### src/design/smt_pkg.sv
/*
 * Shared types and default sizes for the SMT execution core
 * Opcode, handshake and multiplier state encodings
 */

package smt_pkg;

    // ------------------------------------------------------------------------
    // Default sizes, overridden through smt_core parameters
    // ------------------------------------------------------------------------
    localparam int DEFAULT_THREAD_NUM = 2;     // Hardware threads / lanes
    localparam int DEFAULT_ROB_DEPTH  = 4;     // Entries per lane
    localparam int DEFAULT_DATA_W     = 16;    // Operand and result width

    // ------------------------------------------------------------------------
    // Encodings
    // ------------------------------------------------------------------------
    typedef enum logic [1:0] {
        op_add = 2'd0,                         // a + b
        op_sub = 2'd1,                         // a - b
        op_and = 2'd2,                         // a & b
        op_mul = 2'd3                          // Low half of a * b, multi-cycle
    } opcode_e;

    // Iterative multiplier
    typedef enum logic {
        mul_idle = 1'b0,
        mul_busy = 1'b1
    } mul_state_e;

    // Result side four-phase handshake
    typedef enum logic [1:0] {
        ret_idle         = 2'd0,               // Looking for a finished head
        ret_wait_ack     = 2'd1,               // req high, waiting for sink
        ret_wait_release = 2'd2                // Waiting for ack to drop
    } ret_state_e;

    // Instruction side four-phase handshake
    typedef enum logic {
        in_idle         = 1'b0,
        in_wait_release = 1'b1                 // ack high until req drops
    } in_state_e;

endpackage

### src/design/mul_unit.sv
/*
 * Iterative shift-add multiplier, one multiplier bit per cycle
 */

module mul_unit import smt_pkg::*; #(
    parameter int DATA_W = DEFAULT_DATA_W
) (
    input  logic              clk_i,
    input  logic              rst_i,
    input  logic              start_i,     // Ignored while busy
    input  logic [DATA_W-1:0] a_i,
    input  logic [DATA_W-1:0] b_i,
    output logic              busy_o,
    output logic              done_o,      // One-cycle pulse, product valid
    output logic [DATA_W-1:0] product_o
);

    localparam int CNT_W = $clog2(DATA_W);

    mul_state_e        state_q;
    logic [CNT_W-1:0]  cnt_q;              // Bits consumed so far
    logic              done_q;
    logic [DATA_W-1:0] mcand_q;            // Shifts left each step
    logic [DATA_W-1:0] mplr_q;             // Shifts right, LSB picks add
    logic [DATA_W-1:0] acc_q;              // Only the low half is kept

    // Control
    always_ff @(posedge clk_i) begin
        if (rst_i) begin
            state_q <= mul_idle;
            cnt_q   <= '0;
            done_q  <= 1'b0;
        end else begin
            done_q <= 1'b0;
            case (state_q)
                mul_idle: begin
                    if (start_i) begin
                        state_q <= mul_busy;
                        cnt_q   <= '0;
                    end
                end
                mul_busy: begin
                    cnt_q <= cnt_q + 1'b1;
                    if (cnt_q == CNT_W'(DATA_W - 1)) begin
                        state_q <= mul_idle;   // Last bit taken
                        done_q  <= 1'b1;
                    end
                end
                default: state_q <= mul_idle;
            endcase
        end
    end

    // Datapath
    always_ff @(posedge clk_i) begin
        if (state_q == mul_idle && start_i) begin
            mcand_q <= a_i;
            mplr_q  <= b_i;
            acc_q   <= '0;
        end else if (state_q == mul_busy) begin
            if (mplr_q[0]) begin
                acc_q <= acc_q + mcand_q;      // Partial product
            end
            mcand_q <= mcand_q << 1;
            mplr_q  <= mplr_q >> 1;
        end
    end

    assign busy_o    = (state_q == mul_busy);
    assign done_o    = done_q;
    assign product_o = acc_q;

endmodule

### src/design/thread_rob.sv
/*
 * Per-thread reorder buffer with one-cycle ALU completion
 * Oldest unstarted mul is issued to a private iterative multiplier
 */

module thread_rob import smt_pkg::*; #(
    parameter int ROB_DEPTH = DEFAULT_ROB_DEPTH,
    parameter int DATA_W    = DEFAULT_DATA_W
) (
    input  logic              clk_i,
    input  logic              rst_i,
    input  logic              alloc_valid_i,   // Written without a full check
    input  opcode_e           alloc_op_i,
    input  logic [DATA_W-1:0] alloc_a_i,
    input  logic [DATA_W-1:0] alloc_b_i,
    output logic              full_o,
    output logic              head_valid_o,    // Oldest entry finished
    output logic [DATA_W-1:0] head_result_o,
    input  logic              pop_i
);

    localparam int PTR_W = $clog2(ROB_DEPTH);

    // Entry storage
    opcode_e              op_q  [ROB_DEPTH];
    logic [DATA_W-1:0]    a_q   [ROB_DEPTH];
    logic [DATA_W-1:0]    b_q   [ROB_DEPTH];
    logic [DATA_W-1:0]    res_q [ROB_DEPTH];
    logic [ROB_DEPTH-1:0] done_q;
    logic [ROB_DEPTH-1:0] started_q;          // Set at write for non-mul

    logic [PTR_W-1:0]     head_q;
    logic [PTR_W-1:0]     tail_q;
    logic [PTR_W:0]       count_q;

    logic                 alu_pend_q;         // ALU entry written last cycle
    logic [PTR_W-1:0]     alu_idx_q;

    logic                 mul_found;
    logic                 mul_start;
    logic [PTR_W-1:0]     mul_sel;            // Oldest unstarted mul
    logic [PTR_W-1:0]     mul_idx_q;          // Entry waiting for the product
    logic                 mul_busy;
    logic                 mul_done;
    logic [DATA_W-1:0]    mul_product;

    function automatic logic [PTR_W-1:0] ptr_inc(input logic [PTR_W-1:0] p);
        return (p == PTR_W'(ROB_DEPTH - 1)) ? '0 : p + 1'b1;
    endfunction

    // ------------------------------------------------------------------------
    // Mul scan, head to tail
    // ------------------------------------------------------------------------
    always_comb begin
        logic [PTR_W:0] idx;
        mul_found = 1'b0;
        mul_sel   = '0;
        for (int i = 0; i < ROB_DEPTH; i++) begin
            idx = (PTR_W + 1)'(head_q) + (PTR_W + 1)'(i);
            if (idx >= ROB_DEPTH) begin
                idx = idx - (PTR_W + 1)'(ROB_DEPTH);   // Wrap
            end
            if (!mul_found && (i < count_q) && !started_q[idx[PTR_W-1:0]]) begin
                mul_found = 1'b1;
                mul_sel   = idx[PTR_W-1:0];
            end
        end
    end

    assign mul_start = mul_found && !mul_busy;

    mul_unit #(
        .DATA_W    (DATA_W)
    ) mul_unit_i (
        .clk_i     (clk_i),
        .rst_i     (rst_i),
        .start_i   (mul_start),
        .a_i       (a_q[mul_sel]),
        .b_i       (b_q[mul_sel]),
        .busy_o    (mul_busy),
        .done_o    (mul_done),
        .product_o (mul_product)
    );

    // ------------------------------------------------------------------------
    // Pointers and status flags
    // ------------------------------------------------------------------------
    always_ff @(posedge clk_i) begin
        if (rst_i) begin
            head_q     <= '0;
            tail_q     <= '0;
            count_q    <= '0;
            alu_pend_q <= 1'b0;
            done_q     <= '0;
            started_q  <= '0;
        end else begin
            if (alloc_valid_i) begin
                tail_q            <= ptr_inc(tail_q);
                done_q[tail_q]    <= 1'b0;
                started_q[tail_q] <= (alloc_op_i != op_mul);   // Only muls wait
            end
            if (pop_i) begin
                head_q <= ptr_inc(head_q);
            end
            count_q    <= count_q + (PTR_W + 1)'(alloc_valid_i) - (PTR_W + 1)'(pop_i);
            alu_pend_q <= alloc_valid_i && (alloc_op_i != op_mul);
            if (alu_pend_q) begin
                done_q[alu_idx_q] <= 1'b1;     // ALU result lands now
            end
            if (mul_start) begin
                started_q[mul_sel] <= 1'b1;
            end
            if (mul_done) begin
                done_q[mul_idx_q] <= 1'b1;
            end
        end
    end

    // Payload, computed results
    always_ff @(posedge clk_i) begin
        if (alloc_valid_i) begin
            op_q[tail_q] <= alloc_op_i;
            a_q[tail_q]  <= alloc_a_i;
            b_q[tail_q]  <= alloc_b_i;
            alu_idx_q    <= tail_q;
        end
        if (alu_pend_q) begin
            case (op_q[alu_idx_q])
                op_add:  res_q[alu_idx_q] <= a_q[alu_idx_q] + b_q[alu_idx_q];
                op_sub:  res_q[alu_idx_q] <= a_q[alu_idx_q] - b_q[alu_idx_q];
                default: res_q[alu_idx_q] <= a_q[alu_idx_q] & b_q[alu_idx_q];
            endcase
        end
        if (mul_start) begin
            mul_idx_q <= mul_sel;
        end
        if (mul_done) begin
            res_q[mul_idx_q] <= mul_product;
        end
    end

    assign full_o        = (count_q == (PTR_W + 1)'(ROB_DEPTH));
    assign head_valid_o  = (count_q != '0) && done_q[head_q];
    assign head_result_o = res_q[head_q];

endmodule

### config.mk
export PLATFORM = sky130hd
export DESIGN_NAME = thread_rob
export DESIGN_NICKNAME = d
export VERILOG_FILES = /design/src/design/smt_pkg.sv /design/src/design/mul_unit.sv /design/src/design/thread_rob.sv
export SDC_FILE = /design/constraint.sdc
export NUM_CORES = 1
export LEC_CHECK = 0
export ABC_AREA = 1
export ABC_CLOCK_PERIOD_IN_PS = 9100
export BUFFER_PORTS_ARGS = -buffer_cell sky130_fd_sc_hd__buf_4
export CAP_MARGIN = 20
export CORE_MARGIN = 10
export CORE_UTILIZATION = 62
export CTS_CLUSTER_SIZE = 28
export DETAILED_ROUTE_END_ITERATION = 6
export GPL_TIMING_DRIVEN = 0
export PLACE_DENSITY = 0.77
export SYNTH_ARGS = -nofsm -noshare
export SYNTH_HDL_FRONTEND = slang
export SYNTH_SLANG_ARGS = --single-unit
### constraint.sdc
create_clock -name clk_i -period 9.1 [get_ports clk_i]
set_input_delay 1.82 -clock clk_i [delete_from_list [all_inputs] [get_ports clk_i]]
set_output_delay 1.82 -clock clk_i [all_outputs]
set_load 0.02 [all_outputs]
# Word level (Yosys, flattened, before mapping)
# Memory sizes are Yosys's and may differ from the RTL's. A register that Yosys moved wholly into a read port is not among the register bits.
# Cells that the tools add are included.
# totals
register_bits	74
memories	4
out_inout_bits	18
ram_bits	200
inputBits	38
# op_classes
muxes	71
magnitude_cmp	21
addsub	15
n_bitwise	9
eq_ne	7
reduce_logical	29
# mem_list
memory	words	width	read_ports	rd_ports_with_merged_regs	wr	line	rtl
a_q	4	16	2	1	1	thread_rob.sv:26	logic [DATA_W-1:0] a_q [ROB_DEPTH];
b_q	4	16	2	1	1	thread_rob.sv:27	logic [DATA_W-1:0] b_q [ROB_DEPTH];
res_q	4	16	1	1	2	thread_rob.sv:28	logic [DATA_W-1:0] res_q [ROB_DEPTH];
op_q	4	2	1	1	1	thread_rob.sv:25	opcode_e op_q [ROB_DEPTH];
# op_table
op	count
16-bit 2-to-1 mux	6
4-bit 2-to-1 mux	9
16-bit adder	2
2-bit 2-to-1 mux	15
1-bit 2-to-1 mux	29
2-bit by 3-bit < comparator with 1-bit output, second input constant	9
16-bit AND	1
16-bit subtractor	1
1-bit logical AND	15
4-bit OR	3
1-bit binary-select mux with 2-bit select	5
3-bit greater-or-equal comparator, second input constant	3
1-bit demux with 2-bit select	4
2-bit by 1-bit greater-or-equal comparator with 1-bit output, second input constant	4
1-bit zero test	8
4-bit case mux with 2 select lines	1
2-bit by 1-bit subtractor with 2-bit output, second input constant	4
2-bit by 2-bit adder with 3-bit output, second input constant	2
1-bit by 3-bit < comparator with 1-bit output, first input constant	2
2-bit by 3-bit < comparator with 1-bit output, first input constant	2
2-bit by 1-bit adder with 2-bit output, second input constant	2
4-bit by 1-bit adder with 4-bit output, second input constant	1
4-bit AND	1
4-bit bitwise mux	1
other kinds (19)	22

# Longest topological paths before layout
# Gate-level depths: netlist of the first run.
# logic_depth
ltp_word	25
ltp_mapped	26
ltp_nobuf	25

# By module
# A second synthesis of the first run with hierarchy kept.
# hier_totals
hier_cells	1755
area_unflattened_um2	14953.1
# modules_own_cells
mod	n_inst	cells_each	area_each_um2
thread_rob	1	1350	11878.9
mul_unit	1	405	3074.2

# Worst setup path before layout of the first run
# No wires, ideal clock.
# synth_timing
kind	register to register
start	reg (tool-made name)
end	mem res_q[0][7] (netlist bit) (data pin)
path_buffers	3
setup_time_ns	0.280
t_arrival_ns	3.004
synth_period_minus_slack_ns	3.285
path_slack_ns	5.815
stages_incl_launch_ff	17
cell_sequence	dfxtp_1 > clkbuf_2 > clkinv_1 > buf_2 > o21ai_0 > o22ai_1 > nand3_1 > clkbuf_1 > o21ai_0 > xor2_1 > ha_1 > a21oi_1 > a21boi_0 > o21ai_0 > xor2_1 > a22oi_1 > o21ai_0
# synth_lines
item	line
to (decl)	thread_rob.sv:28

==> flow_summary.json, run 1 <==
{
  "nets": 1919,
  "cts_root_buf": "clkbuf_16",
  "final_area_um2": 16700,
  "row_count": 56,
  "synth.distinct_cells": 41,
  "crit_path_start_kind": "flip-flop",
  "arrival_ns": 4.95,
  "ys_warn_count": 0,
  "worst_pin_slew_ns": 1.12,
  "worstHoldPathType": "flip-flop to flip-flop",
  "wire_per_inst_um": 20.3,
  "cp_slowest_stage_delay_ns": 0.52,
  "finalCritPeriodShare_pct": 51.5,
  "coreArea_um2": 23500,
  "ys.flop_type": "edfxtp_1",
  "p_per_area_nw_per_um2": 305,
  "postSynthAreaPerCell_um2": 8.52,
  "critical_path_class": "flip-flop to flip-flop",
  "synth_top_area_share_pct": 47.7,
  "fin_cells": 2176,
  "ys_seq_area_share_pct": 53.4,
  "post_cts_resized": 0,
  "synth_area_um2": 14800,
  "clk_latency_ns": 0.56,
  "grt_pass1_vias": 12400,
  "period_needed_ns": 4.69,
  "place_inst": 2123,
  "cts.reportedPaths.clkPinSlew_ns": 0.06,
  "cp.required_ns": 9.36,
  "fillCellCount": 1874,
  "wirelength_um": 44300,
  "htree_levels": 1,
  "vdd_ir_drop_max_v": 0.000190,
  "cpMaxStageDelayCell": "clkbuf_1",
  "dieArea_um2": 30500,
  "clock_skew_ns": 0.0210,
  "multi_input_area_um2": 6160,
  "synthToLayoutAreaGrowth_pct": 12.6,
  "grt_pass1_wl_um": 68300,
  "syn-num-nets": 1825,
  "ios": 56,
  "via_per_inst": 6.02,
  "fin_util_pct": 71.0,
  "synth_largest_area_cell": "edfxtp_1",
  "ant_nets": 0,
  "die_h_um": 175,
  "drive_above_1_share_pct": 8.51,
  "placed_cell_area_um2": 15800,
  "yosysMostFrequentCell": "nand2_1",
  "worstPathCellList": "clkbuf_2 -> clkinv_1 -> buf_2 -> buf_2 -> clkbuf_1 -> o21ai_0 -> o22ai_1 -> ha_1 -> a21oi_1 -> a21boi_0 -> o21ai_0 -> xor2_1 -> a22oi_1 -> o21ai_0",
  "ctsHoldBuffers": 0,
  "cts_buffer_depth": 3,
  "cts_buffers": 29,
  "grtUsageTotal_pct": 28.1,
  "maxCapViolCount": 0,
  "ys_ff_latch": 278,
  "overflow": 0,
  "clkSinkCount": 278,
  "synth.area.top_cells": "edfxtp_1 (48%), nand2_1 (15%), dfxtp_1 (5.7%)",
  "leakagePower_uw": 0.00716,
  "setup_ws_ns": 4.41,
  "num_vias": 13100,
  "diodes": 0,
  "globalplace.congestion": 0.990,
  "port_buffers": 55,
  "cts_tree": "yes",
  "die-width_um": 175,
  "cp_common_cell": "o21ai_0",
  "drv_slew": 0,
  "place_ws_ns": 4.58,
  "postCtsSetupBuffers": 0,
  "clock.fmax_mhz": 213,
  "dp_hpwl_um": 31500,
  "seq_area_um2": 7930,
  "worstSetupEndpointType": "flip-flop",
  "critPathMaxFanout": 10,
  "finalSetupTns_ns": 0,
  "setup_viol": 0,
  "async_reset_ff_share_pct": 0,
  "synth_edf_count": 236,
  "antenna_found_initial": 0,
  "relSlewSlack_pct": 24.6,
  "start_util_pct": 63.1,
  "yosys-top-cells-count": "nand2_1 (594), edfxtp_1 (236), o21ai_0 (165), nand3_1 (158), nor2_1 (113)",
  "drt_first_iter_violations": 1453,
  "r2r_slack_ns": 4.41,
  "hold_violations": 0,
  "firstDrtPassIters": 6,
  "synthCells": 1742,
  "rsz0062_at_grt": "no",
  "drc": 0,
  "status": "complete, no violations",
  "grt_max_degree": 35
}
[stage by stage]
stage          total power (uW)  hold slack, ns
3_3_place_gp               3830           0.450
2_1_floorplan              3190           0.434
5_1_grt                    5390           0.507
6_report                   5090           0.471
4_1_cts                    5030           0.472
3_5_place_dp               3900           0.461
[path summary, 6_finish.rpt]
kind / cells after the start / endpoint / start
worst max-delay path: 14 / res_q[3][7] / flip-flop
worst min-delay path: 1 / mul_unit_i.cnt_q[3] / mul_unit_i.cnt_q[3]
worst max register to register: 14 / res_q[3][7] / flip-flop
worst min register to register: 1 / mul_unit_i.cnt_q[3] / mul_unit_i.cnt_q[3]
[routing by layer]
layer  share of wire [%]  GRT usage [%]  wire [um]
met5                   0              0          0
met4                 5.5           13.6       2460
met3                  10           5.39       4560
met2                  46           45.4      20300
met1                  38           35.8      16900
[placed cells by master (no fill, tap or decap), drive strengths merged, types with 31 or more instances in the layout]
cell type  count
o22ai         31
edfxtp       236
nor2         114
buf           96
o21ai        169
inv          110
a21oi         64
clkbuf        86
dfxtp         42
ha            42
nand2        596
nand3        158
[cell families after synthesis]
group | synth area share (%)
XOR/XNOR | 1.77
adder cells (fa/ha/maj) | 3.94
AND/OR/NAND/NOR | 24.5
buffers and inverters | 5.32
flip-flops | 53.4
AO/OA/AOI/OAI | 11.1
[final cells by class]
type | instances | area share (%)
buffer | 80 | 2.23
clock buffer | 39 | 4.69
clock inverter | 13 | 0.659
inverter | 111 | 2.49
tap | 319 | 2.39
sequential | 278 | 47.4
timing repair buffer | 63 | 3.26
multi-input combinational | 1273 | 36.9
[where the power goes]
part	leakage, uW	total, uW	switching [uW]	internal, uW
Clock	0.000436	1140	485	654
Sequential	0.00256	1790	120	1670
Combinational	0.00416	2160	1520	645
Total	0.00716	5090	2120	2970
[critical path, delay by kind of cell (launching register included)]
kind                       cells  cell delay, ns
AOI/OAI and AO/OA              7            1.95
buffers and inverters          5            1.62
adders and majority gates      1            0.33
DFF                            1            0.30
xor gates and xnor gates       1            0.18
[flip-flops by register name (all words and copies together) (netlist names), 2 cells and up, named ones only]
name / count
started_q: 4
count_q: 3
head_q: 2
b_q: 64
op_q: 8
a_q: 64
mul_unit_i.cnt_q: 4
res_q: 64
mul_unit_i.mplr_q: 16
alu_idx_q: 2
mul_unit_i.product_o: 16
tail_q: 2
mul_idx_q: 2
done_q: 4
mul_unit_i.mcand_q: 16
No activity file was read; power rests on OpenSTA's default activity.
==> run 2, diff against run 1 <==
--- a/config.mk
+++ b/config.mk
@@ -6,15 +6,15 @@
 export NUM_CORES = 1
 export LEC_CHECK = 0
 export ABC_AREA = 1
-export ABC_CLOCK_PERIOD_IN_PS = 9100
+export ABC_CLOCK_PERIOD_IN_PS = 4090
 export BUFFER_PORTS_ARGS = -buffer_cell sky130_fd_sc_hd__buf_4
 export CAP_MARGIN = 20
 export CORE_MARGIN = 10
-export CORE_UTILIZATION = 62
+export CORE_UTILIZATION = 57
 export CTS_CLUSTER_SIZE = 28
 export DETAILED_ROUTE_END_ITERATION = 6
 export GPL_TIMING_DRIVEN = 0
-export PLACE_DENSITY = 0.77
+export PLACE_DENSITY = 0.74
 export SYNTH_ARGS = -nofsm -noshare
 export SYNTH_HDL_FRONTEND = slang
 export SYNTH_SLANG_ARGS = --single-unit
==> constraint.sdc (replaced) <==
create_clock -name clk_i -period 4.09 [get_ports clk_i]
set_input_delay 0.818 -clock clk_i [delete_from_list [all_inputs] [get_ports clk_i]]
set_output_delay 0.818 -clock clk_i [all_outputs]
set_load 0.02 [all_outputs]
==> run 2 against run 1 <==
Against the previous run:
- the run now ends with DRC left
- via count barely moved
- cell count rose by 0.87%
- largest cell class unchanged
- hold slack lost 0.026 ns
- critical path depth increased by 3
- first-iteration DRC count grew 6.8%
- sequential share of layout area decreased by 0.46 points
- clock skew grew 0.0082 ns
- largest power group unchanged
- clock-buffer cell count is 5 lower
- global-route usage fell by 1.9 points
- sequential power rose by 120%
==> flow_summary.json, run 2 (synthesis gave the netlist of run 1 again) <==
{
  "overflow": 0,
  "status": "complete, but fails checks",
  "place_ws_ns": -0.472,
  "violations": "DRC",
  "clock.fmax_mhz": 252,
  "antenna_found_initial": 1,
  "cp.required_ns": 4.36,
  "ios": 56,
  "drive_above_1_share_pct": 10.2,
  "r2r_end": "res_q[0][4]",
  "worstSetupEndpointType": "flip-flop",
  "nets": 1920,
  "timing.critical_path.buf_inv": 7,
  "wirelength_um": 44600,
  "worstPathCellList": "clkbuf_2 -> inv_4 -> clkbuf_4 -> clkbuf_4 -> clkbuf_4 -> a21oi_1 -> a32oi_2 -> inv_1 -> ha_1 -> fa_1 -> inv_1 -> nand3_1 -> nand2_1 -> xnor2_1 -> nor2_1 -> a31oi_1 -> o21ai_0",
  "hold_start": "alloc_a_i[8]",
  "vdd_ir_drop_max_v": 0.000408,
  "fin_util_pct": 65.3,
  "clkSinkCount": 278,
  "clk_latency_ns": 0.57,
  "setup_ws_ns": 0.121,
  "cts_root_buf": "clkbuf_16",
  "drc": 9,
  "drt_first_iter_violations": 1552,
  "dp_hpwl_um": 32000,
  "htree_levels": 1,
  "holdPathStages": 1,
  "multi_input_area_um2": 6230,
  "critPathTopFamily": "buffers and inverters",
  "place_inst": 2139,
  "wire_per_inst_um": 20.3,
  "r2r_slack_ns": 0.12,
  "crit_path_start_kind": "flip-flop",
  "arrival_ns": 4.24,
  "ant_nets": 0,
  "ff2ff_path_depth": 17,
  "die_h_um": 181,
  "worstHoldPathType": "primary input to flip-flop",
  "grt_max_degree": 35,
  "finalCritPeriodShare_pct": 97.0,
  "clock_skew_ns": 0.0292,
  "hold_violations": 0,
  "cpMaxStageDelayCell": "a31oi_1",
  "cts_tree": "yes",
  "num_vias": 13100,
  "worst_pin_slew_ns": 0.973,
  "firstDrtPassIters": 7,
  "reg_top3": "a_q x64, b_q x64, res_q x64",
  "via_per_inst": 5.97,
  "setup_viol": 0,
  "leakagePower_uw": 0.00722,
  "maxCapViolCount": 0,
  "p_per_area_nw_per_um2": 680,
  "seq_area_um2": 7930,
  "relSlewSlack_pct": 34.6,
  "die-width_um": 181,
  "coreArea_um2": 25800,
  "diodes": 0,
  "cp_common_cell": "clkbuf_4",
  "start_util_pct": 57.5,
  "fillCellCount": 2114,
  "cts.reportedPaths.clkPinSlew_ns": 0.06,
  "drv_slew": 0,
  "layout_commonest_cell": "nand2_1",
  "cts_buffer_depth": 3,
  "grt_pass1_vias": 12500,
  "grtUsageTotal_pct": 26.2,
  "row_count": 59,
  "critPathMaxFanout": 10,
  "grt_pass1_wl_um": 68700,
  "dieArea_um2": 32900,
  "fin_cells": 2195,
  "port_buffers": 55,
  "globalplace.congestion": 0.979,
  "period_needed_ns": 3.97,
  "critical_path_class": "flip-flop to flip-flop",
  "cp_slowest_stage_delay_ns": 0.47,
  "layout_common_cells": "nand2_1 (593), edfxtp_1 (236), o21ai_0 (162)",
  "cts_buffers": 29,
  "synthToLayoutAreaGrowth_pct": 13.7,
  "hold_end": "a_q[3][8]"
}
## run 2: cell count changes in the layout (fill, tap and decap cells not counted), sizes merged
cell / before / now
clkinvlp: 0 / 4
buf: 96 / 97
clkbuf: 86 / 81
clkinv: 12 / 11
inv: 110 / 113
bufinv: 2 / 3
## run 2: metal layers
| layer | share of wire (%) | track usage, % |
|---|---|---|
| met1 | 38 | 33.0 |
| met2 | 47 | 43.6 |
| met3 | 9.5 | 4.14 |
| met4 | 4.8 | 12.0 |
| met5 | 0.029 | 0 |
## run 2: power by group
group	total (uW)	internal, uW	switching (uW)
clock	2600	1490	1110
sequential	3990	3720	262
combinational	4890	1470	3420
total	11500	6680	4790
## run 2: what timing repair did
action | in CTS | in global routing
setup buffers | 0 | 2
setup endpoints to repair | 48 | 48
gates resized for setup | 10 | 24
hold buffers | 0 | 0
pin swaps | 0 | 2
## run 2: area by class of cell
type	count	share of cell area [%]
timing repair buffer	66	3.37
tap	335	2.48
multi-input combinational	1273	36.9
inverter	111	2.48
clock inverter	20	1.10
buffer	78	2.30
clock buffer	34	4.41
sequential	278	47.0
## run 2: per-stage QoR
step	setup TNS (ns)	total power (uW)	cell area (um^2)	hold WS [ns]
floorplan	0	7110	14800	0.434
global placement	-8.10	8570	15700	0.460
detailed placement	-9.78	8700	15800	0.460
CTS	0	11300	16800	0.433
global route	-0.0304	12100	16900	0.442
finish	0	11500	16900	0.444
## run 2: how the worst max path moves through the flow
stage / to / slack, ns / startpoint / cells after the start
detailed placement: res_q[0][8] / -0.47 / flip-flop / 15
floorplan: res_q[0][7] / 0.81 / flip-flop / 16
CTS: res_q[0][8] / 0.005 / flip-flop / 18
finish: res_q[0][4] / 0.12 / flip-flop / 17
global route: res_q[3][15] / -0.01 / flip-flop / 26
global placement: res_q[3][7] / -0.50 / flip-flop / 16
